$ cat config.mk
export PLATFORM = sky130hd
export DESIGN_NAME = replica_node
export DESIGN_NICKNAME = d
export VERILOG_FILES = /design/src/replica_pkg.sv /design/src/move_random.sv /design/src/dist_table.sv /design/src/tour_delta.sv /design/src/replica_node.sv
export SDC_FILE = /design/constraint.sdc
export NUM_CORES = 2
export LEC_CHECK = 0
export BUFFER_PORTS_ARGS = -buffer_cell sky130_fd_sc_hd__buf_2
export CORE_ASPECT_RATIO = 1.75
export CORE_MARGIN = 2
export CORE_UTILIZATION = 50
export DETAILED_ROUTE_END_ITERATION = 10
export GPL_ROUTABILITY_DRIVEN = 0
export PLACE_DENSITY = 0.67
export SLEW_MARGIN = 10
export SYNTH_ARGS = -nofsm -noshare
export SYNTH_HDL_FRONTEND = slang
export SYNTH_SLANG_ARGS = --single-unit
$ cat constraint.sdc
create_clock -name clk -period 5.88 [get_ports clk]
set_input_delay 0.882 -clock clk [delete_from_list [all_inputs] [get_ports clk]]
set_output_delay 0.882 -clock clk [all_outputs]
set_load 0.05 [all_outputs]
$ cat src/replica_pkg.sv
`default_nettype none

package replica_pkg;

    localparam int city_num = 8;
    localparam int city_log = 3;
    localparam int dist_w   = 8;
    localparam int total_w  = 12;
    localparam int slot_num = city_num + 1;     // 8 tour entries, then the total
    localparam int slot_log = 4;

    typedef logic [city_log-1:0]  city_t;
    typedef logic [dist_w-1:0]    dist_t;
    typedef logic [total_w-1:0]   total_t;
    typedef city_t [city_num-1:0] tour_t;       // position 0 in the low bits

    // one word of the load and unload streams
    typedef union packed {
        struct packed {
            logic [15-city_log:0] unused;
            city_t                city;
        } entry;
        struct packed {
            logic [15-total_w:0] unused;
            total_t              total;
        } sum;
    } link_word_t;

    typedef struct packed {
        city_t       pos;                       // swaps pos and pos+1
        logic [15:0] rnd;                       // acceptance random value
    } move_t;

endpackage

`default_nettype wire

$ cat src/move_random.sv
`default_nettype none

module move_random #(
    parameter logic [63:0] seed_base = 64'h0123_4567_89ab_cdef,
    parameter int          index     = 0
) (
    input  wire logic          clk,
    input  wire logic          rst_n,
    input  wire logic          step,
    output replica_pkg::move_t move
);

    localparam logic [63:0] seed = seed_base ^ (64'(index + 1) * 64'h9e37_79b9_7f4a_7c15);

    logic [63:0] state;
    logic [63:0] x1;
    logic [63:0] x2;
    logic [63:0] x3;

    always_comb begin
        x1 = state ^ (state << 13);
        x2 = x1 ^ (x1 >> 7);
        x3 = x2 ^ (x2 << 17);
    end

    always_ff @(posedge clk or negedge rst_n) begin
        if (!rst_n) begin
            state <= (seed == '0) ? 64'h1 : seed;   // all zero would lock up
        end else if (step) begin
            state <= x3;
        end
    end

    assign move.pos = replica_pkg::city_t'(state % replica_pkg::city_num);
    assign move.rnd = state[replica_pkg::city_log +: 16];

endmodule

`default_nettype wire

$ cat src/dist_table.sv
`default_nettype none

module dist_table (
    input  wire logic                                    clk,
    input  wire logic                                    rst_n,
    input  wire logic                                    dist_write,
    input  wire logic [2*replica_pkg::city_log-1:0]      dist_waddr,
    input  wire replica_pkg::dist_t                      dist_wdata,
    input  wire logic [3:0][2*replica_pkg::city_log-1:0] raddr,
    output replica_pkg::dist_t [3:0]                     rdata
);

    localparam int depth = replica_pkg::city_num * replica_pkg::city_num;
    localparam int cl    = replica_pkg::city_log;

    replica_pkg::dist_t mem [depth];

    always_ff @(posedge clk) begin
        if (dist_write) begin
            mem[dist_waddr] <= dist_wdata;          // row in the high bits
        end
        for (int i = 0; i < 4; i++) begin
            rdata[i] <= mem[raddr[i]];
        end
    end

    // a self distance would skew every delta that touches the diagonal
    a_zero_diag: assert property (@(posedge clk) disable iff (!rst_n)
        dist_write && dist_waddr[2*cl-1:cl] == dist_waddr[cl-1:0] |-> dist_wdata == '0);

endmodule

`default_nettype wire

$ cat src/tour_delta.sv
`default_nettype none

module tour_delta (
    input  wire logic                               clk,
    input  wire logic                               rst_n,
    input  wire logic                               in_valid,
    input  wire replica_pkg::city_t                 pos,
    input  wire replica_pkg::dist_t [3:0]           rdata,
    output logic                                    out_valid,
    output logic signed [replica_pkg::total_w:0]    delta
);

    // rdata order: d(a,c), d(b,d), d(a,b), d(c,d)
    replica_pkg::total_t added_q;
    replica_pkg::total_t removed_q;
    logic                valid_q;

    always_ff @(posedge clk or negedge rst_n) begin
        if (!rst_n) begin
            valid_q <= 1'b0;
        end else begin
            valid_q <= in_valid;
        end
    end

    always_ff @(posedge clk) begin
        if (in_valid) begin
            added_q   <= replica_pkg::total_t'(rdata[0]) + replica_pkg::total_t'(rdata[1]);
            removed_q <= replica_pkg::total_t'(rdata[2]) + replica_pkg::total_t'(rdata[3]);
        end
    end

    assign out_valid = valid_q;
    assign delta     = $signed({1'b0, added_q}) - $signed({1'b0, removed_q});   // stage 2

endmodule

`default_nettype wire

$ cat src/replica_node.sv
`default_nettype none

module replica_node #(
    parameter int          index      = 0,
    parameter int          temp_shift = 4,
    parameter logic [63:0] seed_base  = 64'h1
) (
    input  wire logic                               clk,
    input  wire logic                               rst_n,
    input  wire logic                               dist_write,
    input  wire logic [2*replica_pkg::city_log-1:0] dist_waddr,
    input  wire replica_pkg::dist_t                 dist_wdata,
    input  wire logic                               slot_we,
    input  wire logic [replica_pkg::slot_log-1:0]   slot_idx,
    input  wire replica_pkg::link_word_t            slot_word,
    input  wire logic                               run,
    input  wire logic [15:0]                        run_steps,
    input  wire logic                               exchange,
    input  wire logic                               exchange_phase_even,
    input  wire replica_pkg::total_t                folw_total,
    input  wire replica_pkg::tour_t                 folw_tour,
    input  wire replica_pkg::total_t                prev_total,
    input  wire replica_pkg::tour_t                 prev_tour,
    input  wire logic                               swap_in,
    output logic                                    swap_out,
    output replica_pkg::tour_t                      tour,
    output replica_pkg::total_t                     total,
    output logic                                    busy
);

    localparam int tw = replica_pkg::total_w;

    replica_pkg::move_t                      mv;
    replica_pkg::move_t                      mv_q;
    replica_pkg::city_t                      a;
    replica_pkg::city_t                      b;
    replica_pkg::city_t                      c;
    replica_pkg::city_t                      d;
    logic [3:0][2*replica_pkg::city_log-1:0] raddr;
    replica_pkg::dist_t [3:0]                rdata;
    logic [15:0]                             moves_left;
    logic [1:0]                              step_cnt;
    logic                                    issue;
    logic                                    issue_q;
    logic                                    delta_valid;
    logic signed [tw:0]                      delta;
    logic signed [tw:0]                      new_total;
    logic [16:0]                             thresh;
    logic                                    accept;
    logic                                    lead;

    assign issue = busy && step_cnt == 2'd0;    // one move per 3 cycles

    move_random #(.seed_base(seed_base), .index(index)) random_i (
        .clk  (clk),
        .rst_n(rst_n),
        .step (issue),
        .move (mv)
    );

    always_comb begin
        a = tour[replica_pkg::city_t'(mv.pos - 1)];
        b = tour[mv.pos];
        c = tour[replica_pkg::city_t'(mv.pos + 1)];
        d = tour[replica_pkg::city_t'(mv.pos + 2)];
    end

    assign raddr[0] = {a, c};                   // added edges
    assign raddr[1] = {b, d};
    assign raddr[2] = {a, b};                   // removed edges
    assign raddr[3] = {c, d};

    dist_table table_i (
        .clk       (clk),
        .rst_n     (rst_n),
        .dist_write(dist_write),
        .dist_waddr(dist_waddr),
        .dist_wdata(dist_wdata),
        .raddr     (raddr),
        .rdata     (rdata)
    );

    tour_delta delta_i (
        .clk      (clk),
        .rst_n    (rst_n),
        .in_valid (issue_q),
        .pos      (mv_q.pos),
        .rdata    (rdata),
        .out_valid(delta_valid),
        .delta    (delta)
    );

    assign thresh    = 17'({1'b0, mv_q.rnd} >> temp_shift);
    assign accept    = delta_valid && (delta <= 0 || 17'(delta[tw-1:0]) < thresh);
    assign new_total = $signed({1'b0, total}) + delta;
    assign lead      = ((index % 2) == 0) == exchange_phase_even;   // colder side of a pair

    always_ff @(posedge clk or negedge rst_n) begin
        if (!rst_n) begin
            busy       <= 1'b0;
            moves_left <= '0;
            step_cnt   <= '0;
            issue_q    <= 1'b0;
            swap_out   <= 1'b0;
        end else begin
            issue_q  <= issue;
            swap_out <= exchange && !busy && lead && total > folw_total;
            if (!busy) begin
                step_cnt <= '0;
                if (run && run_steps != '0) begin
                    busy       <= 1'b1;
                    moves_left <= run_steps;
                end
            end else if (step_cnt == 2'd2) begin
                step_cnt   <= '0;
                moves_left <= moves_left - 1'b1;
                busy       <= moves_left != 16'd1;
            end else begin
                step_cnt <= step_cnt + 1'b1;
            end
        end
    end

    always_ff @(posedge clk) begin
        if (issue) begin
            mv_q <= mv;
        end
        if (slot_we) begin
            if (slot_idx == replica_pkg::slot_log'(replica_pkg::city_num)) begin
                total <= slot_word.sum.total;
            end else begin
                tour[replica_pkg::city_t'(slot_idx)] <= slot_word.entry.city;
            end
        end else if (swap_out) begin
            tour  <= folw_tour;
            total <= folw_total;
        end else if (swap_in) begin
            tour  <= prev_tour;
            total <= prev_total;
        end else if (accept) begin
            tour[mv_q.pos]                            <= tour[replica_pkg::city_t'(mv_q.pos + 1)];
            tour[replica_pkg::city_t'(mv_q.pos + 1)]  <= tour[mv_q.pos];
            total                                     <= replica_pkg::total_t'(new_total);
        end
    end

    a_no_load_busy: assert property (@(posedge clk) disable iff (!rst_n)
        slot_we |-> !busy);

    a_total_range: assert property (@(posedge clk) disable iff (!rst_n)
        accept |-> !new_total[tw]);

endmodule

`default_nettype wire

==> impl_metrics.toml <==
[global_routing]
grt_max_degree = 105
grt_pass1_vias = 36300
grt-ovfl-total = 0
grt_pass1_wl_mm = 236
antenna_found_initial = 6
grt.total_usage_pct = 36.4

[cts]
ctsRootBufferMaster = "clkbuf_16"
clock_latency_ps = 690
htreeDepth = 3
clock-sinks = 698
post-cts-setup-buffer-count = 0
holdBufCountCts = 0
cts_buffers = 69
cts_tree = "built"
post_cts_resize_count = 0
path_clk_slew_ps = 70
cts.path.max_buffers = 3

[worst_hold_path]
hp-class = "primary input to asynchronous set/reset pin"

[worst_setup_path]
cp.arrival_ps = 5510
critPathCaptureType = "flop"
critPathKind = "flop to flop"
cp_max_fo = 27
start_kind = "flop"
crit_chain = "xor2_1, buf_4, mux4_4, nor2_2, buf_4, a221oi_1, a31oi_1, nand4_1"
worstPathRequired_ps = 6360
crit_family = "compound AO/OA/AOI/OAI gates"
slowest_stage = "dfstp_2"
cp_slowest_stage_delay_ps = 1040
crit_top_cell = "buf_4"
path_buf_inv = 2

[yosys]
synth_compound_area_share_pct = 12.0
avgSynthCellArea_um2 = 9.22
synth-simple-area-share_pct = 22.5
synthDistinctLibCells = 75
synth_top_family_by_area = "simple AND/OR/NAND/NOR gates"
synth_edf_count = 581
synthMuxAreaShare_pct = 6.83
syn_area_um2 = 43400
synthXorXnorAreaFrac_pct = 5.39
synth-seq-cells = 698
yosysSeqAreaShare_pct = 46.7
synth_fp_nets = 4902
synthArstFlopShare_pct = 12.2
ys_warn_count = 0
syn_inst = 4704
synth_fa_ha_area_share_pct = 2.03
ys.flop_type = "edfxtp_1"

[drt]
dr.pass1.iters = 7
drtAntennaViolNets = 0
drc_errors = 0
viasPerCell = 6.54
dr.first_iter.drc_count = 5341
wl_per_cell_um = 27.9
routed_wl_mm = 165
vias = 38500

[sta]
relSlewSlack_pct = 1.43
period_needed_ps = 5020
tns_ps = 0
finalClockSkew_ps = 23.2
report.final.slew_viol_count = 0
rsz0062_at_grt = "false"
setup_violations = 0
hold_violations = 0
fmax_mhz = 199
fin_crit_sh_pct = 85.4
tightest_slew_ps = 1480

[finish]
fin_nets = 4873
syn_to_final_growth_pct = 9.19
final_common_cell = "nand2_1"
stdcell_count = 5888
drive_gt1_share_pct = 10.2
nFillCells = 7559
final_cell_mix = "nand2_1 (1,257), edfxtp_1 (581), nand3_1 (367), nor2_1 (232), mux2i_1 (219)"

[power]
power_leakage_nw = 17.7
ir_drop_mv = 0.317
power.density_nw_per_um2 = 490

[floorplan]
core_um2 = 85800
pin_count = 168
dieHeight_um = 394
die_area_um2 = 89200
die_w_um = 227
start_util_pct = 50.6
core.rowCount = 142

[placed_design]
post-dp-hpwl_mm = 109
placed_cells = 5755
io_buffers = 163

[outcome]
status = "finished clean"

[run]
maxCapViolCount = 0
## cells by family (layout without fill, tap and decap cells)
group,Yosys count,after routing
simple gates,2237,2237
compound gates,727,727
flops,698,698
buf+inv,443,471
mux,266,266
xor+xnor,265,265
fa+ha+maj,68,68
other cells,0,4
## Yosys cell counts (10+ instances only)
library cell     n  area [µm²]
and2_1          71         444
a22oi_1         12        90.1
a21oi_1         57         285
buf_2          109         546
o211ai_1        18         135
o21ai_0        117         586
a22o_1          32         280
and2_0          15        93.8
o2111ai_1       10        87.6
o22ai_1         42         263
nand4_1         94         588
nor3_1          68         340
dfxtp_1         32         641
mux4_2          21         473
ha_1            64         801
nor4_1          22         138
a32oi_1         46         403
dfrtp_1         48        1200
buf_6           19         214
clkbuf_1       191         717
mux2i_1        221        2210
mux2_2          15         169
and3_1          22         138
a221oi_1        44         385
a311oi_1        10        87.6
buf_1           33         124
nand2b_1        15        93.8
nor2_1         235         882
o22a_1          43         377
dfstp_2         37         972
xor2_1          62         543
nand2_1       1257        4720
nand3_1        367        1840
a21o_1          13        97.6
inv_1           82         308
o221ai_1        25         219
a211oi_1        94         706
a31oi_1         93         582
nand3b_1        27         203
edfxtp_1       581       17400
xnor2_1        202        1770
nor2b_1         16         100
## worst reg2reg max path: cells and delay by family (launching register included)
| kind | cells | cell delay, ps |
|---|---|---|
| XOR/XNOR | 1 | 220 |
| AND/OR/NAND/NOR | 2 | 670 |
| AO/OA/AOI/OAI | 2 | 1200 |
| multiplexers | 1 | 980 |
| buffers and inverters | 2 | 750 |
| flip-flops | 1 | 1040 |
## worst paths after layout
kind / startpoint / end / slack, ps / cells past startpoint
min reg2reg: random_i.state[63]$_DFFE_PN1P_ / random_i.state[63]$_DFFE_PN1P_ / 490 / 1
min: rst_n / random_i.state[42]$_DFFE_PN0P_ / 210 / 1
min in group clk: slot_word[6] / total[6]$_DFFE_PP_ / 490 / 3
max reg2reg: random_i.state[2]$_DFFE_PN1P_ / table_i.rdata[5]$_DFF_P_ / 860 / 8
max: random_i.state[2]$_DFFE_PN1P_ / table_i.rdata[5]$_DFF_P_ / 860 / 8
max in group asynchronous: rst_n / swap_out$_DFF_PN0_ / 4630 / 2
## stage by stage
stage / cell area [µm²] / utilization (%) / hold slack [ps] / total power [mW] / setup WS [ps]
final: 47400 / 55.2 / 210 / 23.2 / 857
after global routing: 47400 / 55.2 / 233 / 24.1 / 841
after CTS: 47300 / 55.2 / 208 / 22.7 / 1280
after detailed placement: 45000 / 52.5 / 482 / 18.1 / 1290
after global placement: 45000 / 52.5 / 482 / 17.9 / 1320
after floorplan: 43400 / - / 423 / 14.0 / 2050
## layout make-up
class / count / area, µm² / area share (%)
clock buffer: 86 / 1910 / 4.03
antenna: 4 / 10.0 / 0.0211
inverter: 85 / 319 / 0.674
timing repair buffer: 258 / 1780 / 3.75
sequential: 698 / 20300 / 42.8
clock inverter: 42 / 402 / 0.848
tap: 1152 / 1440 / 3.04
multi-input combinational: 3563 / 21300 / 44.9
## metal layers
layer | vias up | track usage [%] | wire length (µm)
li1 | 16900 | - | -
met1 | 18100 | 39.3 | 52200
met2 | 2720 | 58.7 | 76900
met3 | 760 | 8.83 | 17700
met4 | 4 | 32.6 | 17700
met5 | - | 0 | 24
## sequential cells by signal (all words and copies together), names as in the netlist, 2 cells and up
register,count
moves_left,16
table_i.mem,512
step_cnt,2
total,12
random_i.state,64
mv_q,15
delta_i.added_q,9
tour,24
delta_i.removed_q,9
table_i.rdata,32
## power breakdown
part	switching (mW)	total, mW	leakage (nW)	internal (mW)
Sequential	0.522	6.46	6.56	5.94
Clock	2.09	4.65	1.13	2.56
Combinational	8.29	12.1	9.98	3.80
No activity file was read; power rests on OpenSTA's default activity.
