==> src/replica_pkg.sv <==
`default_nettype none

package replica_pkg;

    localparam int city_num = 8;
    localparam int city_log = 3;
    localparam int dist_w   = 8;
    localparam int total_w  = 12;
    localparam int slot_num = city_num + 1;     // 8 tour entries, then the total
    localparam int slot_log = 4;

    typedef logic [city_log-1:0]  city_t;
    typedef logic [dist_w-1:0]    dist_t;
    typedef logic [total_w-1:0]   total_t;
    typedef city_t [city_num-1:0] tour_t;       // position 0 in the low bits

    // one word of the load and unload streams
    typedef union packed {
        struct packed {
            logic [15-city_log:0] unused;
            city_t                city;
        } entry;
        struct packed {
            logic [15-total_w:0] unused;
            total_t              total;
        } sum;
    } link_word_t;

    typedef struct packed {
        city_t       pos;                       // swaps pos and pos+1
        logic [15:0] rnd;                       // acceptance random value
    } move_t;

endpackage

`default_nettype wire

==> src/ring_loader.sv <==
`default_nettype none

module ring_loader #(
    parameter int replica_num = 4
) (
    input  wire logic                             clk,
    input  wire logic                             rst_n,
    input  wire logic                             load_valid,
    input  wire replica_pkg::link_word_t          load_word,
    output logic [replica_num-1:0]                slot_we,
    output logic [replica_pkg::slot_log-1:0]      slot_idx,
    output replica_pkg::link_word_t               slot_word
);

    localparam int rep_w = replica_num > 1 ? $clog2(replica_num) : 1;

    logic [rep_w-1:0]                rep_cnt;
    logic [replica_pkg::slot_log-1:0] slot_cnt;
    logic                            last_slot;
    logic                            last_rep;

    assign last_slot = slot_cnt == replica_pkg::slot_log'(replica_pkg::slot_num - 1);
    assign last_rep  = rep_cnt == rep_w'(replica_num - 1);

    always_ff @(posedge clk or negedge rst_n) begin
        if (!rst_n) begin
            rep_cnt  <= '0;
            slot_cnt <= '0;
            slot_we  <= '0;
        end else begin
            slot_we <= '0;
            if (load_valid) begin
                slot_we  <= replica_num'(1) << rep_cnt;   // one-hot replica
                slot_cnt <= last_slot ? '0 : slot_cnt + 1'b1;
                if (last_slot) begin
                    rep_cnt <= last_rep ? '0 : rep_cnt + 1'b1;
                end
            end
        end
    end

    always_ff @(posedge clk) begin
        if (load_valid) begin
            slot_idx  <= slot_cnt;
            slot_word <= load_word;
        end
    end

endmodule

`default_nettype wire

==> config.mk <==
export PLATFORM = sky130hd
export DESIGN_NAME = ring_loader
export DESIGN_NICKNAME = d
export VERILOG_FILES = /design/src/replica_pkg.sv /design/src/ring_loader.sv
export SDC_FILE = /design/constraint.sdc
export NUM_CORES = 1
export LEC_CHECK = 0
export ABC_AREA = 1
export BUFFER_PORTS_ARGS = -buffer_cell sky130_fd_sc_hd__buf_2
export CAP_MARGIN = 15
export CELL_PAD_IN_SITES_DETAIL_PLACEMENT = 0
export CELL_PAD_IN_SITES_GLOBAL_PLACEMENT = 1
export CORE_MARGIN = 2
export CORE_UTILIZATION = 35
export DETAILED_ROUTE_END_ITERATION = 10
export PLACE_DENSITY_LB_ADDON = 0.1
export SYNTH_ARGS = -nofsm -noshare
export SYNTH_HDL_FRONTEND = slang
export SYNTH_SLANG_ARGS = --single-unit
==> constraint.sdc <==
create_clock -name clk -period 1.4 [get_ports clk]
set_input_delay 0.28 -clock clk [delete_from_list [all_inputs] [get_ports clk]]
set_output_delay 0.28 -clock clk [all_outputs]
set_load 0.02 [all_outputs]
==> results of run 1 <==
[state kept, by name (all words and copies together), names as in the netlist]
name / cells
slot_we: 4
slot_word: 16
slot_idx: 4
rep_cnt: 2
slot_cnt: 4
[where the power goes]
| group | switching (W) | leakage, nW | internal [W] |
|---|---|---|---|
| Sequential | 0.000119 | 0.321 | 0.00115 |
| Combinational | 0.000358 | 0.349 | 0.000212 |
| Clock | 0.000269 | 0.0265 | 0.000200 |
| Total | 0.000746 | 0.697 | 0.00156 |
[worst register-to-register path, stage by stage (launching register included)]
cell     delay [ns]
dfrtp_1        0.45
inv_1          0.09
ha_1           0.16
nand2_1        0.06
nor2_2         0.20
o21ai_0        0.10
[final cells by class]
cell class                 count  area share
sequential                    30       0.591
timing repair buffer          44       0.167
multi-input combinational     33       0.143
tap                           44      0.0383
clock buffer                   8      0.0339
inverter                      10      0.0261
[cells in the mapped netlist]
master     n  area share
buf_6      1       0.010
dfrtp_1   10        0.23
edfxtp_1  20        0.54
ha_1       6       0.068
inv_1     10       0.034
nand2_1   13       0.044
nand2_4    1       0.010
nand4_1    1      0.0057
nor2_1     5       0.017
nor2_2     1      0.0057
nor2_4     1       0.010
nor3_1     1      0.0045
o21ai_0    3       0.014
xor2_1     1      0.0079
[timing repair]
action,CTS,global route
resized for setup,0,0
endpoints found under the hold margin,10,0
hold buffers,1,0
[kinds of logic (layout without fill, tap and decap cells)]
| logic type | after synthesis | after routing | share of synthesized area |
|---|---|---|---|
| adder cells (fa/ha/maj) | 6 | 6 | 0.0679 |
| AND/OR/NAND/NOR | 23 | 23 | 0.0973 |
| XOR/XNOR | 1 | 1 | 0.00792 |
| flip-flops | 30 | 30 | 0.769 |
| AO/OA/AOI/OAI | 3 | 3 | 0.0136 |
| buffers and inverters | 11 | 62 | 0.0441 |
[cell usage in the layout, fill, tap and decap left out, drive strengths merged]
cell type / n
nand2: 14
ha: 6
xor2: 1
inv: 10
buf: 43
clkbuf: 8
dfrtp: 10
nor2: 7
edfxtp: 20
nor3: 1
dlygate4sd3: 1
o21ai: 3
nand4: 1
[routing by layer]
metal | routed length (um) | part of all wire
met1 | 670 | 0.39
met2 | 819 | 0.48
met3 | 204 | 0.12
met4 | 19 | 0.011
met5 | 0 | 0
[stage by stage]
step / cells / cell area [um^2] / power [W] / hold WS, ns
detailed placement: 160 / 1380 / 0.00187 / 0.160
finish: 169 / 1440 / 0.00231 / 0.128
global route: 169 / 1440 / 0.00250 / 0.0984
floorplan: 74 / 1110 / 0.00166 / -0.0156
CTS: 169 / 1440 / 0.00236 / 0.105
global placement: 160 / 1380 / 0.00187 / 0.157
[how the worst min path moves through the flow]
stage	start	end	slack, ns	cells past startpoint
after global routing	load_word[1]	slot_word[1]	0.1	1
final	load_word[14]	slot_word[14]	0.13	1
after floorplan	rst_n	rep_cnt[0]	-0.02	0
after CTS	load_word[14]	slot_word[14]	0.10	1
after global placement	rst_n	slot_we[1]	0.16	1
after detailed placement	rst_n	slot_we[1]	0.16	1
==> flow_summary.ini, run 1 <==
[cts]
clkSlewWorstSetupHoldPaths_ns = 0.09
clk_latency_ns = 0.32
cts_tree = yes
cts_buffers = 5
cts_setup_buffers = 0
clock-root-buffer = clkbuf_4
cts_sinks = 30
htreeDepth = 2
clock_path_buffers = 2

[global_route]
antenna_found_initial = 0
grt_pass1_wl_mm = 2.74
grt.met1_usage = 0.117
use_met3 = 0.0671
grt_pass1_vias = 617
grt_use_total = 0.111
overflow = 0
grt_max_degree = 18
grt-busiest-layer = met2
use_met2 = 0.168

[setup_path]
worstPathCellList = inv_1, ha_1, nand2_1, nor2_2, o21ai_0
critPathSlowestCell = dfrtp_1
crit_end = rep_cnt[1]
crit_path_start = slot_cnt[0]
cp-start-kind = flop
cp.required_ns = 1.61
rrSetupSlack_ns = 0.22
worstPathArrival_ns = 1.39
critPathKind = flop to flop
cp_max_fo = 6
cpLargestDelayFamily = flip-flops
path_buf_inv = 1
cp.depth = 5
rr_worst_depth = 5
max_stage_delay_ns = 0.45
critPathCaptureType = flop
r2r-start = slot_cnt[0]
r2r-end = rep_cnt[1]

[placement]
post-dp-hpwl_mm = 1.28
port_buffers = 42
dpl_worst_slack_ns = 0.211
place_congestion = 0.699

[synthesis]
ys_seq_area_frac = 0.769
synth_seq_cells = 30
syn_area_um2 = 1110
yosys.cell_types.count = 14
ys_warn_count = 0
avgSynthCellArea_um2 = 14.9
syn-instance-count = 74
synthesis.nets = 99

[power_and_ir_drop]
power_density_nw_per_um2 = 1600
power_leakage_nw = 0.697
peakVddDrop_mv = 0.605

[timing]
rsz0062_at_grt = no
setup_slack_ns = 0.217
skew_ns = 0.00761
relSlewSlack = 0.783
hold_viol_final = 0
fin_tns_setup_ns = 0
post-route-min-period_ns = 1.18
tightest_slew_ns = 0.326
fin_crit_sh = 0.845
fmax_mhz = 845
slew_violations = 0
final-setup-viol-count = 0

[final_layout]
nFillCells = 291
num_antenna_cells = 0
nets = 149
regArea_um2 = 851
area_delta_synth_final_pct = 30.1
multiInputGateArea_um2 = 206
fin_util = 0.475
drive_gt1_frac = 0.408

[hold_path]
hold_path_class = input port to flop

[drt]
drtIter0Drc = 5
drt_pass1_iterations = 4
wire_per_inst_um = 10.1
wl_mm = 1.71
antenna_left = 0
route.detailed.drc = 0
dr_total_vias = 680
vias_per_cell = 4.02

[run_status]
status = completed

[floorplanning]
die_area_um2 = 3630
initial_utilization = 0.365
die-height_um = 60.2
num_rows = 20
boundaryPins = 43
design.core.area_um2 = 3030
die_w_um = 60.2

[job]
drv_cap = 0
Note: power is estimated with default switching activity, not from simulation.
==> run 2, diff against run 1 <==
==> constraint.sdc (replaced) <==
create_clock -name clk -period 1.1 [get_ports clk]
set_input_delay 0.22 -clock clk [delete_from_list [all_inputs] [get_ports clk]]
set_output_delay 0.22 -clock clk [all_outputs]
set_load 0.02 [all_outputs]
==> run 2 against run 1 <==
Effect of this change: the run now ends with negative setup slack left; clock-buffer cell count is 2 lower; sequential power is 28% higher; clock skew is 0.0041 ns lower; die area stayed put; power is 37% higher; global-route usage is 1.3 points higher; critical path depth is 1 higher; combinational power is 65% higher; sequential share of layout area is 5.7 points lower; non-clock buffer count is 4 higher; first-iteration DRC count grew to 3.6 times the previous value; utilization is 5.1 points higher; critical path type unchanged; largest power group unchanged.
==> flow_summary.ini, run 2 (synthesis results as in run 1) <==
[final_layout]
nets = 153
nFillCells = 263
largest_register_ff_count = 16
area_delta_synth_final_pct = 44.0
layout_common_cells = buf_2, edfxtp_1, buf_6
drive_gt1_frac = 0.457
final_area_um2 = 1590
regMostFlops = slot_word
num_antenna_cells = 0
final_common_cell = buf_2

[hold_path]
holdCritStartpoint = load_word[13]
hold_path_depth = 1
min_to = slot_word[13]
hold_path_class = input port to flop

[timing]
setup_slack_ns = -0.0179
rsz0062_at_grt = yes
final-setup-viol-count = 2
skew_ns = 0.00350
hold_viol_final = 0
whs_ns = 0.0727
fmax_mhz = 895
tightest_slew_ns = 0.240
post-route-min-period_ns = 1.12
fin_crit_sh = 1.02
slew_violations = 0
relSlewSlack = 0.840

[cts]
cts_buffers = 5
htreeDepth = 2
clkSlewWorstSetupHoldPaths_ns = 0.09
clock_path_buffers = 2
cts_sinks = 30
cts_tree = yes
clock-root-buffer = clkbuf_4
clk_latency_ns = 0.31

[drt]
wire_per_inst_um = 11.4
drt_pass1_iterations = 4
vias_per_cell = 4.05
dr_total_vias = 700
antenna_left = 0
wl_mm = 1.97
drtIter0Drc = 18
route.detailed.drc = 0

[setup_path]
worstPathArrival_ns = 1.36
cp.required_ns = 1.35
critPathKind = flop to flop
r2r-end = rep_cnt[0]
rrSetupSlack_ns = -0.02
worstPathCellList = inv_2, ha_2, nand2_2, nor2_4, nand2_1, o21ai_1
critPathSlowestCell = dfrtp_1
cp_max_fo = 6
path_buf_inv = 1
cpLargestDelayFamily = flip-flops
critPathCaptureType = flop
max_stage_delay_ns = 0.41
cp-start-kind = flop
r2r-start = slot_cnt[1]
rr_worst_depth = 6

[floorplanning]
num_rows = 20
design.core.area_um2 = 3030
die_area_um2 = 3630
die-height_um = 60.2
boundaryPins = 43
initial_utilization = 0.365
die_w_um = 60.2

[global_route]
antenna_found_initial = 0
grt_pass1_vias = 663
overflow = 0
grt_pass1_wl_mm = 3.02
grt_max_degree = 19
grt_use_total = 0.124

[power_and_ir_drop]
pwr-share-seq = 0.514
switching_share = 0.323
power_density_nw_per_um2 = 1990
power_leakage_nw = 0.754
peakVddDrop_mv = 0.924
power.switching_w = 0.00102
p_clk_frac = 0.189
intPower_w = 0.00215
combPwrFrac = 0.297

[job]
drv_cap = 0

[placement]
place_congestion = 0.777
port_buffers = 42
post-dp-hpwl_mm = 1.40
place_area_um2 = 1400

[run_status]
status = finished with violations
failed_checks = negative setup slack
## run 2: routing by layer
metal  part of all wire  track usage  vias to the layer above
met4              0.013       0.0667                        0
met5                  0            0                        -
li1                   -            -                      351
met1               0.38        0.122                      318
met2               0.50        0.205                       27
met3              0.098       0.0693                        4
## run 2: how the worst max path moves through the flow
stage,start,endpoint,slack [ns],depth (start not counted)
after floorplan,slot_cnt[0],rep_cnt[0],0.02,5
after global placement,slot_cnt[0],rep_cnt[1],-0.01,5
after detailed placement,slot_cnt[0],rep_cnt[0],-0.06,5
after CTS,slot_word[12],slot_word[12],-0.01,1
after global routing,slot_cnt[0],rep_cnt[1],-0.09,6
final,slot_cnt[1],rep_cnt[0],-0.02,6
## run 2: power groups by stage
stage	Sequential, W	Combinational, W	Clock [W]
floorplan	0.00179	0.000328	0
CTS	0.00161	0.000832	0.000635
detailed placement	0.00163	0.000801	0
global placement	0.00162	0.000799	0
finish	0.00163	0.000940	0.000598
global route	0.00167	0.00105	0.000680
## run 2: stage by stage
step | instances | worst slack [ns] | setup TNS, ns | util | power (W)
detailed placement | 163 | -0.0598 | -0.125 | 0.463 | 0.00243
global route | 173 | -0.0873 | -0.611 | 0.526 | 0.00340
global placement | 163 | -0.0100 | -0.0190 | 0.463 | 0.00242
floorplan | 74 | 0.0202 | 0 | - | 0.00212
finish | 173 | -0.0179 | -0.0222 | 0.526 | 0.00317
CTS | 172 | -0.0138 | -0.0196 | 0.488 | 0.00308
## run 2: final cells by class
cell class | count | area, um^2 | share of cell area
Clock buffer | 6 | 41.3 | 0.0259
Multi-Input combinational cell | 33 | 216 | 0.136
Clock inverter | 2 | 8.76 | 0.00550
Inverter | 10 | 37.5 | 0.0236
Timing Repair Buffer | 48 | 383 | 0.240
Tap cell | 44 | 55.1 | 0.0346
Sequential cell | 30 | 851 | 0.534
## run 2: what timing repair did
action                                 4_1_cts  5_1_grt
setup endpoints to repair                    6       25
pin swaps                                    1        2
endpoints found under the hold margin       10        0
gates resized for setup                      5       36
setup buffers                                0        1
hold buffers                                 1        0
==> run 3, diff against run 2 <==
--- a/config.mk
+++ b/config.mk
@@ -8,12 +8,9 @@
 export ABC_AREA = 1
 export BUFFER_PORTS_ARGS = -buffer_cell sky130_fd_sc_hd__buf_2
 export CAP_MARGIN = 15
-export CELL_PAD_IN_SITES_DETAIL_PLACEMENT = 0
-export CELL_PAD_IN_SITES_GLOBAL_PLACEMENT = 1
 export CORE_MARGIN = 2
 export CORE_UTILIZATION = 35
 export DETAILED_ROUTE_END_ITERATION = 10
-export PLACE_DENSITY_LB_ADDON = 0.1
 export SYNTH_ARGS = -nofsm -noshare
 export SYNTH_HDL_FRONTEND = slang
 export SYNTH_SLANG_ARGS = --single-unit
==> run 3 against run 2 <==
Effect of this change: the run now ends clean; worst setup slack better by 0.019 ns; wire length shrank 2.9%; cell area increased by 0.71%; fmax rose by 1.7%; sequential cell count unchanged; clock-buffer cell count unchanged; critical path depth down 1.
==> flow_summary.ini, run 3 (synthesis results as in run 1) <==
[setup_path]
cp_max_fo = 6
critPathCaptureType = flop
critPathKind = flop to flop
cp-start-kind = flop
critPathSlowestCell = dfrtp_1
r2r-end = rep_cnt[0]
cpLargestDelayFamily = flip-flops
cp.required_ns = 1.31
max_stage_delay_ns = 0.41
worstPathArrival_ns = 1.31
rrSetupSlack_ns = 0.001
path_buf_inv = 1
worstPathCellList = inv_1, ha_2, nand2_2, nor2_4, o21ai_0
r2r-start = slot_cnt[1]
rr_worst_depth = 5

[run_status]
status = completed

[final_layout]
nets = 152
num_antenna_cells = 0
largest_register_ff_count = 16
regMostFlops = slot_word
area_delta_synth_final_pct = 45.0
stdcell_count = 172
drive_gt1_frac = 0.445
layout_common_cells = buf_2, buf_6, edfxtp_1

[global_route]
overflow = 0
grt_pass1_vias = 624
antenna_found_initial = 0
grt_pass1_wl_mm = 2.76
grt_use_total = 0.114
grt_max_degree = 15

[floorplanning]
design.core.area_um2 = 3030
die_w_um = 60.2
num_rows = 20
die-height_um = 60.2
die_area_um2 = 3630
boundaryPins = 43
initial_utilization = 0.365

[drt]
route.detailed.drc = 0
antenna_left = 0
dr_total_vias = 726
drt_pass1_iterations = 4
wl_mm = 1.92
drtIter0Drc = 14
wire_per_inst_um = 11.1
vias_per_cell = 4.22

[hold_path]
min_to = slot_word[6]
hold_path_depth = 1
holdCritStartpoint = load_word[6]
hold_path_class = input port to flop

[cts]
cts_setup_buffers = 0
cts_sinks = 30
htreeDepth = 2
clock_path_buffers = 2
clk_latency_ns = 0.32
clock-root-buffer = clkbuf_4
cts_buffers = 5
clkSlewWorstSetupHoldPaths_ns = 0.09
cts_tree = yes

[timing]
fin_crit_sh = 0.999
fmax_mhz = 910
relSlewSlack = 0.805
setup_slack_ns = 0.000996
post-route-min-period_ns = 1.10
slew_violations = 0
rsz0062_at_grt = yes
skew_ns = 0.00583
tightest_slew_ns = 0.293
final-setup-viol-count = 0
hold_viol_final = 0

[job]
drv_cap = 0

[power_and_ir_drop]
peakVddDrop_mv = 0.518
power_density_nw_per_um2 = 1970
power_leakage_nw = 0.756

[placement]
place_congestion = 0.670
dp.cells = 163
dpl_worst_slack_ns = -0.0598
port_buffers = 42
post-dp-hpwl_mm = 1.38
[run 3: cell types whose count changed in the layout (fill, tap and decap cells not counted)]
cell   previous run  this run
inv_1             9        10
buf_2            24        21
inv_2             1         0
buf_4             4         3
buf_6            18        21
[run 3: repair_timing]
item	4_1_cts	5_1_grt
resized for setup	3	43
endpoints found under the setup margin	9	27
hold endpoints to repair	10	0
pin swaps	1	1
hold buffers	1	0
[run 3: where the power goes]
part	leakage (nW)	internal [W]	switching [W]
logic	0.405	0.000439	0.000498
registers	0.321	0.00147	0.000167
clock network	0.0297	0.000239	0.000353
total	0.756	0.00215	0.00102
[run 3: area by class of cell]
class,count,area (um^2)
flip-flops and latches,30,851
clock inverters,2,8.76
multi-input cells,33,216
inverters,10,37.5
well taps,44,55.1
clock buffers,6,41.3
repair buffers,47,394
fillers,258,1420
[run 3: per-layer routing]
metal  track usage  vias to the layer above  wire length [um]
met3        0.0736                        7               187
met1         0.123                      334               783
met5             0                        -                 0
li1              -                      348                 -
met2         0.166                       37               901
met4        0.0667                        0                43
[run 3: metrics by stage]
| stage | setup TNS [ns] | total power (W) | instance area (um^2) | hold WS (ns) | utilization |
|---|---|---|---|---|---|
| 2_1_floorplan | 0 | 0.00212 | 1110 | -0.0756 | - |
| 3_3_place_gp | 0 | 0.00242 | 1400 | 0.0940 | 0.463 |
| 3_5_place_dp | -0.109 | 0.00242 | 1400 | 0.0965 | 0.463 |
| 4_1_cts | -0.0538 | 0.00306 | 1470 | 0.0466 | 0.487 |
| 5_1_grt | -0.791 | 0.00341 | 1600 | 0.0315 | 0.530 |
| 6_report | 0 | 0.00316 | 1600 | 0.0692 | 0.530 |
[run 3: worst max path at each step]
stage	startpoint	to	slack, ns	cells after the start
after floorplan	slot_cnt[0]	rep_cnt[0]	0.02	5
after CTS	slot_word[0]	slot_word[0]	-0.03	1
final	slot_cnt[1]	rep_cnt[0]	0.001	5
after global routing	slot_cnt[0]	rep_cnt[1]	-0.12	6
after global placement	slot_cnt[0]	rep_cnt[0]	0.008	5
after detailed placement	slot_cnt[0]	rep_cnt[0]	-0.06	5
