[src/replica_pkg.sv]
`default_nettype none

package replica_pkg;

    localparam int city_num = 8;
    localparam int city_log = 3;
    localparam int dist_w   = 8;
    localparam int total_w  = 12;
    localparam int slot_num = city_num + 1;     // 8 tour entries, then the total
    localparam int slot_log = 4;

    typedef logic [city_log-1:0]  city_t;
    typedef logic [dist_w-1:0]    dist_t;
    typedef logic [total_w-1:0]   total_t;
    typedef city_t [city_num-1:0] tour_t;       // position 0 in the low bits

    // one word of the load and unload streams
    typedef union packed {
        struct packed {
            logic [15-city_log:0] unused;
            city_t                city;
        } entry;
        struct packed {
            logic [15-total_w:0] unused;
            total_t              total;
        } sum;
    } link_word_t;

    typedef struct packed {
        city_t       pos;                       // swaps pos and pos+1
        logic [15:0] rnd;                       // acceptance random value
    } move_t;

endpackage

`default_nettype wire

[src/ring_unloader.sv]
`default_nettype none

module ring_unloader #(
    parameter int replica_num = 4
) (
    input  wire logic                                  clk,
    input  wire logic                                  rst_n,
    input  wire logic                                  unload,
    input  wire replica_pkg::tour_t [replica_num-1:0]  tour,
    input  wire replica_pkg::total_t [replica_num-1:0] total,
    output logic                                       out_valid,
    output replica_pkg::link_word_t                    out_word
);

    localparam int rep_w = replica_num > 1 ? $clog2(replica_num) : 1;

    logic [rep_w-1:0]                 rep_cnt;
    logic [replica_pkg::slot_log-1:0] slot_cnt;
    logic                             last_slot;
    logic                             last_rep;

    assign last_slot = slot_cnt == replica_pkg::slot_log'(replica_pkg::slot_num - 1);
    assign last_rep  = rep_cnt == rep_w'(replica_num - 1);

    // counters rest at zero, so a pulse only needs to raise out_valid
    always_ff @(posedge clk or negedge rst_n) begin
        if (!rst_n) begin
            out_valid <= 1'b0;
            rep_cnt   <= '0;
            slot_cnt  <= '0;
        end else if (!out_valid) begin
            out_valid <= unload;
        end else begin
            slot_cnt <= last_slot ? '0 : slot_cnt + 1'b1;
            if (last_slot) begin
                rep_cnt <= last_rep ? '0 : rep_cnt + 1'b1;
                if (last_rep) begin
                    out_valid <= 1'b0;
                end
            end
        end
    end

    always_comb begin
        out_word = '0;
        if (slot_cnt == replica_pkg::slot_log'(replica_pkg::city_num)) begin
            out_word.sum.total = total[rep_cnt];
        end else begin
            out_word.entry.city = tour[rep_cnt][replica_pkg::city_t'(slot_cnt)];
        end
    end

endmodule

`default_nettype wire

[config.mk]
export PLATFORM = sky130hd
export DESIGN_NAME = ring_unloader
export DESIGN_NICKNAME = d
export VERILOG_FILES = /design/src/replica_pkg.sv /design/src/ring_unloader.sv
export SDC_FILE = /design/constraint.sdc
export NUM_CORES = 1
export LEC_CHECK = 0
export BUFFER_PORTS_ARGS = -buffer_cell sky130_fd_sc_hd__buf_4
export CAP_MARGIN = 20
export CORE_MARGIN = 5
export CORE_UTILIZATION = 33
export DETAILED_ROUTE_END_ITERATION = 7
export PLACE_DENSITY = 0.79
export SLEW_MARGIN = 20
export SYNTH_ARGS = -nofsm -noshare
export SYNTH_HDL_FRONTEND = slang
export SYNTH_SLANG_ARGS = --single-unit
[constraint.sdc]
create_clock -name clk -period 2.35 [get_ports clk]
set_input_delay 0.5875 -clock clk [delete_from_list [all_inputs] [get_ports clk]]
set_output_delay 0.5875 -clock clk [all_outputs]
set_load 0.02 [all_outputs]
==> results of run 1 <==
## per-layer routing
layer  global-route usage [%]  up-vias
li1                         -      923
met4                     2.41        0
met3                     5.42        2
met2                     37.4       88
met5                        0        -
met1                     21.3      927
## cell usage after synthesis, types with 2 or more instances
| library cell | number |
|---|---|
| mux4_2 | 26 |
| mux2i_1 | 25 |
| and2_1 | 10 |
| a22oi_1 | 9 |
| buf_4 | 8 |
| dfrtp_1 | 7 |
| mux2_2 | 5 |
| nand2_1 | 5 |
| nand3_1 | 5 |
| o21ai_0 | 5 |
| clkbuf_1 | 4 |
| nor2_1 | 4 |
| ha_1 | 3 |
| nor2b_1 | 3 |
| nor3_1 | 3 |
| a31oi_1 | 2 |
| buf_2 | 2 |
| buf_6 | 2 |
| nand4_1 | 2 |
## final cells by class
class                      count  share of cell area [%]
multi-input combinational    122                    44.3
clock buffer                   3                    1.34
sequential                     7                    5.76
tap                           67                    2.72
inverter                       3                   0.406
timing repair buffer         177                    45.3
clock inverter                 1                   0.162
## metrics by stage
step,worst slack [ps],util (%),hold WS (ps),instances
3_5_place_dp,-159,61.9,408,373
5_1_grt,-254,65.3,161,380
2_1_floorplan,-9.15,-,292,149
6_report,-170,65.3,164,380
4_1_cts,-165,63.4,166,377
3_3_place_gp,-126,61.9,407,373
## flip-flops by register name, summed over array words and instances, names as in the netlist
register,flops
out_valid,1
rep_cnt,2
slot_cnt,4
## path summary, 6_finish.rpt
path,from,endpoint,slack (ps),cells after the start
max in group asynchronous,rst_n,rep_cnt[1],2050,1
min,rst_n,out_valid,160,1
min reg2reg,slot_cnt[3],slot_cnt[3],570,1
max,rep_cnt[0],out_word[1],-170,6
max reg2reg,slot_cnt[1],rep_cnt[1],690,6
min in group clk,slot_cnt[3],slot_cnt[3],570,1
## repair_timing
action	4_1_cts	5_1_grt
pin swaps	0	4
hold buffers	0	0
setup endpoints to repair	5	9
buffers inserted	0	3
resized for setup	7	18
## logic make-up after synthesis
family / synth area share [%]
AO/OA/AOI/OAI: 10.1
adder cells (fa/ha/maj): 2.34
buffers and inverters: 7.96
flip-flops: 10.9
multiplexers: 56.3
other: 0.234
AND/OR/NAND/NOR: 12.2
## power by group
| part | switching (uW) | internal [uW] | total [uW] |
|---|---|---|---|
| clock | 57.8 | 115 | 173 |
| combinational | 996 | 1350 | 2350 |
| sequential | 78.4 | 176 | 255 |
==> reports/summary.txt, run 1 <==
SETUP PATH
--------------------------------------------------------------------------------------
Worst Setup Path Type ...................................................   reg -> out
Sort of element at the end of the critical path .........................  output port
Delay-heaviest family, CP ............................................... multiplexers
CP Data Required Time ...................................................      1760 ps
Critical Path Max Stage Delay ...........................................       500 ps
CP Data Arrival Time ....................................................      1930 ps
Number of buffers and inverters on the critical path ....................            2
Crit-path slowest cell ..................................................       mux4_2
Series of cell instances along the critical path ........................ buf_12 -> mux4_2 -> mux2i_2 -> mux2_4 -> o2111ai_2 -> buf_6
Critical Path Start Type ................................................         flop
CP Max Fanout ...........................................................            8

YOSYS
--------------------------------------------------------------------------------------
Number of distinct standard cells referenced by the synthesized netlist .           35
Post-synth ARST share ...................................................         100%
Synthesis-stage register bit count ......................................            7
Main flop type after synthesis ..........................................      dfrtp_1
Post-synth EDFFs ........................................................            0
Cell type with the highest aggregate area in the netlist ................       mux4_2
Synth top area cells .................................................... mux4_2 (37%), mux2i_1 (16%), dfrtp_1 (11%)
Sequential cell area fraction in the yosys report .......................        10.9%
Combined area of all synthesized cells ..................................    1600 um^2
Cell count after synthesis ..............................................          146
Area share of the largest cell type after synthesis .....................        36.5%
Average cell area after synthesis .......................................    11.0 um^2
Synth Warn # ............................................................            0

FLOORPLAN
--------------------------------------------------------------------------------------
Number of placement rows ................................................           25
Area of the core ........................................................    4720 um^2
Die Height ..............................................................      79.7 um
Initial core utilization ................................................        34.0%
Horiz. Die Dim ..........................................................      79.7 um
Number of top-level design ports ........................................          164
Die area ................................................................    6360 um^2

STA
--------------------------------------------------------------------------------------
Setup repair after global routing missed its margin .....................          yes
Final count of hold timing violations ...................................            0
Number of slew-limit violations in the final report .....................            0
Total negative setup slack ..............................................      -603 ps
Final setup violation count .............................................            7
Final period demand of the worst path ...................................      2520 ps
Clock skew after layout .................................................      3.07 ps
Final worst setup slack .................................................      -170 ps
Period utilization ......................................................         107%
Fmax ....................................................................      397 MHz

CELLS AND AREA
--------------------------------------------------------------------------------------
Most common library cell in the layout ignoring fill and taps ...........        buf_4
Highest-count cells in the layout ignoring fill and taps ................ buf_4 (167), mux4_2 (26), mux2i_1 (24)
Area taken by multi-input logic gates ...................................    1370 um^2
Area taken by flip-flops and latches ....................................     178 um^2
Final Instance Area .....................................................    3080 um^2
Number of nets at the end of the flow ...................................          464
Count of filler cells inserted in the layout ............................          395
Fraction of layout instances using a drive strength above 1 .............        72.5%
Antenna diodes ..........................................................            0
Area added between synthesis and finish .................................        92.2%

CTS
--------------------------------------------------------------------------------------
Number of sinks on the clock net ........................................            7
Register clock-pin slew on the reported worst setup and hold paths ......        50 ps
Worst-Skew Late Latency .................................................       230 ps
# H-tree levels .........................................................            1
Master cell of the clock root buffer ....................................     clkbuf_8
CTS tree ................................................................          yes
Maximum count of clock buffers along a single path ......................            2
CTS buffer count ........................................................            3

DETAILED ROUTING
--------------------------------------------------------------------------------------
Met2 WL post-DR .........................................................      3510 um
Total length of routed wires ............................................      6230 um
Via/cell ratio ..........................................................         5.11
Antenna Violating Nets Remaining ........................................            0
Residual DRC count ......................................................            0
Final routed wire length divided by cell count ..........................      16.4 um
Top layer used by detailed routing ......................................         met4
Detailed-routed wire length on met3 .....................................       540 um
Iteration count of the initial detailed-routing pass ....................            4
Vias ....................................................................         1940
Iteration-0 DRC Markers .................................................           45
Met1 Wirelength .........................................................      2160 um

RUN STATUS
--------------------------------------------------------------------------------------
Violations in the final reports ......................................... setup timing
Status .................................................................. finished with violations

PLACEMENT
--------------------------------------------------------------------------------------
Cell area reported after detailed placement .............................    2930 um^2
Weighted congestion reported at the end of routability-driven placement .        0.755
Port buffer count .......................................................          159
Final HPWL DP ...........................................................      5440 um

GLOBAL ROUTING
--------------------------------------------------------------------------------------
Antenna violations before repair ........................................            0
First-pass GRT wire length ..............................................      9710 um
Total congestion overflow ...............................................            0
Largest net degree at the start of global routing .......................           19
Vias in the first global route ..........................................         2113
GRT Overall Usage .......................................................        19.4%

PWR
--------------------------------------------------------------------------------------
PD cells ................................................................  900 nW/um^2
Leakage .................................................................   0.00148 uW
Worst vdd rail ir drop ..................................................     0.628 mV
Design Power ............................................................      2770 uW

FLOW RUN
--------------------------------------------------------------------------------------
Number of maximum-capacitance violations ................................            0

MIN PATH
--------------------------------------------------------------------------------------
Worst Hold Class ........................................................  in -> async

No activity file was read; power rests on OpenSTA's default activity.
==> run 2: changes to the inputs <==
CORE_UTILIZATION = 25   (was 33)
PLACE_DENSITY = 0.73   (was 0.79)
==> run 2 against run 1 <==
  * The flow still finishes with violations (setup timing)
  * Clock skew down 2.7 ps
  * First-iteration DRC count increased by 80%
  * Sequential share of layout area barely moved
  * Clock power hardly changed
  * Design area up 0.85%
  * Sequential power grew 11%
  * Total power grew 1.8%
  * Die area up 28%
  * Critical path type unchanged
==> reports/summary.txt, run 2 (synthesis gave the netlist of run 1 again) <==
RUN STATUS
--------------------------------------------------------------------------------------
Status .................................................................. finished with violations
Violations in the final reports ......................................... setup timing

SETUP PATH
--------------------------------------------------------------------------------------
Most used cell, CP ......................................................        buf_4
Delay-heaviest family, CP ............................................... multiplexers
Capture point of the worst path .........................................  out_word[0]
Setup slack of the worst register-to-register path ......................       650 ps   -40 ps
Series of cell instances along the critical path ........................ mux4_2 -> mux2_2 -> nor3_1 -> buf_4 -> nor4_4 -> buf_4
Worst R2R Path Depth ....................................................            6   unchanged
Reg2reg end .............................................................   rep_cnt[1]
Critical Path Max Stage Delay ...........................................       510 ps   about the same
CP Data Arrival Time ....................................................      1960 ps   +30 ps
CP Data Required Time ...................................................      1760 ps   about the same
Launching instance or port of the critical path .........................   rep_cnt[1]
Beginning of the worst register-to-register path ........................  slot_cnt[1]
Crit-path slowest cell ..................................................       mux4_2
CP Max Fanout ...........................................................            6   -2
Logic depth of the worst setup path including buffers ...................            6   unchanged
Critical Path Start Type ................................................         flop
Number of buffers and inverters on the critical path ....................            2   unchanged
Worst Setup Path Type ...................................................   reg -> out
Sort of element at the end of the critical path .........................  output port

FLOORPLAN
--------------------------------------------------------------------------------------
Die Height ..............................................................      90.1 um   +13%
Number of placement rows ................................................           29   +16%
Die area ................................................................    8120 um^2   +28%
Horiz. Die Dim ..........................................................      90.1 um   +13%
Number of top-level design ports ........................................          164   unchanged
Initial core utilization ................................................        25.4%   -8.6 points
Area of the core ........................................................    6310 um^2   +34%

GLOBAL ROUTING
--------------------------------------------------------------------------------------
Vias in the first global route ..........................................         2215   +4.8%
Antenna violations before repair ........................................            0   unchanged
Total congestion overflow ...............................................            0   unchanged
First-pass GRT wire length ..............................................     10700 um   +10%
Global routing usage on met2 ............................................        30.7%   -6.7 points
Global-route met1 utilization ...........................................        16.9%   -4.4 points
Highest-utilization routing layer at the global route stage .............         met2
GRT Overall Usage .......................................................        16.0%   -3.4 points
GR Util met3 ............................................................        5.09%   -0.33 points
Largest net degree at the start of global routing .......................           17   -2

CTS
--------------------------------------------------------------------------------------
# H-tree levels .........................................................            1   unchanged
CTS tree ................................................................          yes
Maximum count of clock buffers along a single path ......................            2   unchanged
Number of sinks on the clock net ........................................            7   unchanged
CTS buffer count ........................................................            3   unchanged
Master cell of the clock root buffer ....................................     clkbuf_8
Number of buffers inserted by hold repair at cts ........................            0   unchanged
Worst-Skew Late Latency .................................................       230 ps   about the same
Register clock-pin slew on the reported worst setup and hold paths ......        40 ps   about the same

FLOW RUN
--------------------------------------------------------------------------------------
Number of maximum-capacitance violations ................................            0   unchanged

PWR
--------------------------------------------------------------------------------------
Net Sw Power ............................................................      1140 uW   +0.53%
Design Power ............................................................      2820 uW   +1.8%
PD cells ................................................................  908 nW/um^2   +0.90%
Internal power of the cells .............................................      1690 uW   +2.6%
Fraction of power consumed by the clock network .........................         6.1%   about the same
Share of total power in combinational logic .............................        83.9%   -0.7 points
Fraction of power consumed by sequential logic ..........................        10.0%   +0.8 points
Switching share of total power ..........................................        40.3%   -0.49 points
Worst vdd rail ir drop ..................................................     0.459 mV   -27%
Leakage .................................................................   0.00150 uW   +1.0%

DETAILED ROUTING
--------------------------------------------------------------------------------------
Residual DRC count ......................................................            0   unchanged
Antenna Violating Nets Remaining ........................................            0   unchanged
Final routed wire length divided by cell count ..........................      17.1 um   +4.2%
Iteration-0 DRC Markers .................................................           81   +80%
Total length of routed wires ............................................      6760 um   +8.6%
Iteration count of the initial detailed-routing pass ....................            4   unchanged
Via/cell ratio ..........................................................         5.00   -2.1%
Vias ....................................................................         1980   +2.1%

CELLS AND AREA
--------------------------------------------------------------------------------------
Final Instance Area .....................................................    3110 um^2   +0.85%
Antenna diodes ..........................................................            0   unchanged
End-of-flow core utilization ............................................        49.2%   -16 points
Fraction of layout instances using a drive strength above 1 .............        70.8%   -1.7 points
Largest registers ....................................................... slot_cnt (4), rep_cnt (2), out_valid (1)
Number of nets at the end of the flow ...................................          470   +1.3%
Highest-count cells in the layout ignoring fill and taps ................ buf_4 (177), mux4_2 (26), mux2i_1 (25)
Largest register FFs ....................................................            4   unchanged
Register with the most flip-flops .......................................     slot_cnt
Area added between synthesis and finish .................................        93.8%
Most common library cell in the layout ignoring fill and taps ...........        buf_4

STA
--------------------------------------------------------------------------------------
Minimum hold slack ......................................................       166 ps   +1.61 ps
Clock skew after layout .................................................     0.395 ps   -2.68 ps
Setup repair after global routing missed its margin .....................          yes
Fmax ....................................................................      393 MHz   -0.98%
Final setup violation count .............................................           12   +5
Period utilization ......................................................         108%   +1.1 points
Final period demand of the worst path ...................................      2550 ps   +24.9 ps
Final worst setup slack .................................................      -195 ps   -24.9 ps
Final count of hold timing violations ...................................            0   unchanged
Number of slew-limit violations in the final report .....................            0   unchanged

PLACEMENT
--------------------------------------------------------------------------------------
Cell area reported after detailed placement .............................    2950 um^2   +0.77%
Final HPWL DP ...........................................................      5950 um   +9.4%
Port buffer count .......................................................          159   unchanged
Weighted congestion reported at the end of routability-driven placement .        0.820   +8.5%

MIN PATH
--------------------------------------------------------------------------------------
Worst Hold Class ........................................................  in -> async

## run 2: changes by cell type in the layout (fill, tap and decap cells not counted), moves of 2 or more
cell / change
buf_4: +10
buf_6: -5
and2_1: +4
and2_4: -4
mux2_2: +2
mux2_4: -2
## run 2: cell type report
type / count / area [um^2]
Clock buffer: 4 / 45.0
Fill cell: 586 / 3200
Inverter: 3 / 12.5
Multi-Input combinational cell: 122 / 1340
Sequential cell: 7 / 180
Tap cell: 77 / 96.3
Timing Repair Buffer: 183 / 1440
## run 2: per-layer routing
| layer | part of all wire, % | vias up |
|---|---|---|
| met3 | 9.6 | 6 |
| met4 | 0.93 | 0 |
| met5 | 0 | - |
| met2 | 53 | 126 |
| li1 | - | 933 |
| met1 | 36 | 915 |
## run 2: how the worst min path moves through the flow
| stage | startpoint | depth (start not counted) | endpoint |
|---|---|---|---|
| 6_report | rst_n | 1 | slot_cnt[0] |
| 5_1_grt | rst_n | 1 | slot_cnt[0] |
| 4_1_cts | rst_n | 1 | slot_cnt[1] |
| 3_5_place_dp | rst_n | 1 | slot_cnt[0] |
| 3_3_place_gp | rst_n | 1 | out_valid |
| 2_1_floorplan | rst_n | 0 | out_valid |
## run 2: power by group through the flow
stage / clock, uW / combinational (uW) / sequential, uW
finish: 173 / 2370 / 283
global route: 185 / 2560 / 297
CTS: 175 / 2260 / 285
detailed placement: 0 / 2150 / 297
global placement: 0 / 2120 / 294
floorplan: 0 / 1520 / 211
## run 2: repair_timing
item,in CTS,in global routing
buffers inserted,1,5
endpoints found under the setup margin,12,12
gates resized for setup,9,4
## run 2: metrics by stage
stage	setup slack, ps	setup TNS (ps)	cells
after floorplan	-9.15	-9.15	149
after global placement	-123	-369	386
after detailed placement	-130	-568	386
after CTS	-218	-1910	391
after global routing	-292	-2700	396
final	-195	-1930	396
==> run 3: changes to the inputs <==
==> constraint.sdc (replaced) <==
create_clock -name clk -period 2.35 [get_ports clk]
set_input_delay 0 -clock clk [delete_from_list [all_inputs] [get_ports clk]]
set_output_delay 0 -clock clk [all_outputs]
set_load 0.02 [all_outputs]
==> run 3 against run 2 <==
  * The flow now finishes without violations
  * Setup slack better by 440 ps
  * Register-to-register slack is essentially flat
  * Design area is 6.5% lower
  * Clock power barely moved
  * Sequential cell count unchanged
  * Highest routed layer unchanged
==> reports/summary.txt, run 3 (synthesis gave the netlist of run 1 again) <==
CTS
--------------------------------------------------------------------------------------
CTS buffer count ........................................................            3   unchanged
Maximum count of clock buffers along a single path ......................            2   unchanged
Register clock-pin slew on the reported worst setup and hold paths ......        40 ps   about the same
Worst-Skew Late Latency .................................................       230 ps   about the same
CTS tree ................................................................          yes
Number of sinks on the clock net ........................................            7   unchanged
# H-tree levels .........................................................            1   unchanged
Master cell of the clock root buffer ....................................     clkbuf_8

DETAILED ROUTING
--------------------------------------------------------------------------------------
Iteration-0 DRC Markers .................................................           75   -7.4%
Total length of routed wires ............................................      6440 um   -4.7%
Vias ....................................................................         1884   -4.8%
Iteration count of the initial detailed-routing pass ....................            4   unchanged
Final routed wire length divided by cell count ..........................      17.0 um   -0.40%
Antenna Violating Nets Remaining ........................................            0   unchanged
Residual DRC count ......................................................            0   unchanged
Via/cell ratio ..........................................................         4.97   -0.58%

STA
--------------------------------------------------------------------------------------
Final setup violation count .............................................            0   -12
Period utilization ......................................................        89.6%   -19 points
Setup repair after global routing missed its margin .....................           no
Final count of hold timing violations ...................................            0   unchanged
Clock skew after layout .................................................      4.24 ps   +3.84 ps
Final period demand of the worst path ...................................      2110 ps   -439 ps
Fmax ....................................................................      475 MHz   +21%
Final worst setup slack .................................................       244 ps   +439 ps
Total negative setup slack ..............................................         0 ps   +1930 ps
Number of slew-limit violations in the final report .....................            0   unchanged

PLACEMENT
--------------------------------------------------------------------------------------
Weighted congestion reported at the end of routability-driven placement .        0.791   -3.5%
Minimum setup slack after placement .....................................       374 ps   +504 ps
Final HPWL DP ...........................................................      5700 um   -4.2%
Port buffer count .......................................................          159   unchanged
Cell area reported after detailed placement .............................    2850 um^2   -3.4%
# placed instances ......................................................          374   -3.1%

GLOBAL ROUTING
--------------------------------------------------------------------------------------
Vias in the first global route ..........................................         2156   -2.7%
GRT Overall Usage .......................................................        15.6%   -0.37 points
Total congestion overflow ...............................................            0   unchanged
Largest net degree at the start of global routing .......................           34   +17
First-pass GRT wire length ..............................................     10400 um   -2.6%
Antenna violations before repair ........................................            0   unchanged

SETUP PATH
--------------------------------------------------------------------------------------
Crit-path slowest cell ..................................................      dfrtp_4
CP Max Fanout ...........................................................           33   +27
Sort of element at the end of the critical path .........................  output port
Worst Setup Path Type ...................................................   reg -> out
CP Data Arrival Time ....................................................      2110 ps   +150 ps
Critical Path Max Stage Delay ...........................................       610 ps   +100 ps
Series of cell instances along the critical path ........................ buf_12 -> mux4_2 -> a32oi_1 -> o211ai_1 -> buf_4
CP Data Required Time ...................................................      2350 ps   +590 ps
Critical Path Start Type ................................................         flop
Worst R2R Path Depth ....................................................            6   unchanged

CELLS AND AREA
--------------------------------------------------------------------------------------
Final Instance Area .....................................................    2910 um^2   -6.5%
Largest registers ....................................................... slot_cnt (4), rep_cnt (2), out_valid (1)
Register with the most flip-flops .......................................     slot_cnt
Number of nets at the end of the flow ...................................          453   -3.6%
Cell Count, Final, Fillers Out ..........................................          379   -4.3%
Area added between synthesis and finish .................................        81.2%
Largest register FFs ....................................................            4   unchanged
Highest-count cells in the layout ignoring fill and taps ................ buf_4 (164), mux4_2 (26), mux2i_1 (25)
Antenna diodes ..........................................................            0   unchanged
Fraction of layout instances using a drive strength above 1 .............        67.2%   -3.6 points
Most common library cell in the layout ignoring fill and taps ...........        buf_4

FLOORPLAN
--------------------------------------------------------------------------------------
Horiz. Die Dim ..........................................................      90.1 um   unchanged
Number of placement rows ................................................           29   unchanged
Number of top-level design ports ........................................          164   unchanged
Initial core utilization ................................................        25.4%   unchanged
Area of the core ........................................................    6310 um^2   unchanged
Die area ................................................................    8120 um^2   unchanged
Die Height ..............................................................      90.1 um   unchanged

RUN STATUS
--------------------------------------------------------------------------------------
Status .................................................................. finished clean

PWR
--------------------------------------------------------------------------------------
PD cells ................................................................  832 nW/um^2   -8.3%
Leakage .................................................................   0.00138 uW   -7.9%
Worst vdd rail ir drop ..................................................     0.483 mV   +5.2%

FLOW RUN
--------------------------------------------------------------------------------------
Number of maximum-capacitance violations ................................            0   unchanged

MIN PATH
--------------------------------------------------------------------------------------
Hold path depth .........................................................            3
Worst Hold Class ........................................................    in -> reg

==> run 3: final cells by class <==
type	count	area, um^2
fillers	605	3410
multi-input cells	122	1310
repair buffers	166	1260
flip-flops and latches	7	179
well taps	77	96.3
clock buffers	4	45.0
inverters	3	12.5
==> run 3: where the power goes <==
group | total (uW) | leakage, uW | switching [uW] | internal [uW]
clock network | 170 | 0.0000228 | 52.3 | 117
registers | 296 | 0.0000809 | 118 | 178
logic | 1950 | 0.00127 | 867 | 1090
total | 2420 | 0.00138 | 1040 | 1380
==> run 3: repair_timing <==
item / 4_1_cts / 5_1_grt
hold buffers: 1 / 0
buffers inserted: 0 / 0
endpoints found under the hold margin: 7 / 0
gates resized for setup: 0 / 1
endpoints found under the setup margin: 0 / 1
==> run 3: final timing paths <==
kind	from	to	slack, ps
min reg2reg	slot_cnt[3]	slot_cnt[3]	590
min in group asynchronous	rst_n	rep_cnt[1]	130
max reg2reg	slot_cnt[1]	rep_cnt[1]	660
max	rep_cnt[0]	out_word[2]	240
max in group asynchronous	rst_n	rep_cnt[0]	2070
min	unload	out_valid	40
==> run 3: worst max-delay path, delay by kind of cell, from the launching register on <==
| kind | cells | cell delay, ps |
|---|---|---|
| buffers and inverters | 2 | 440 |
| AOI/OAI and AO/OA | 2 | 280 |
| DFF | 1 | 610 |
| muxes | 1 | 530 |
==> run 3: layer usage <==
layer | up-vias | wire length, um | track usage [%]
li1 | 897 | - | -
met4 | 0 | 48 | 1.74
met3 | 6 | 643 | 5.43
met5 | - | 0 | 0
met2 | 128 | 3340 | 29.3
met1 | 853 | 2420 | 17.3
==> run 3: metrics by stage <==
stage / util (%) / power [uW] / hold slack [ps]
2_1_floorplan: - / 1710 / -296
3_3_place_gp: 45.1 / 2240 / -172
3_5_place_dp: 45.1 / 2280 / -174
4_1_cts: 46.0 / 2460 / 37.6
5_1_grt: 46.0 / 2640 / 67.7
6_report: 46.0 / 2420 / 40.3
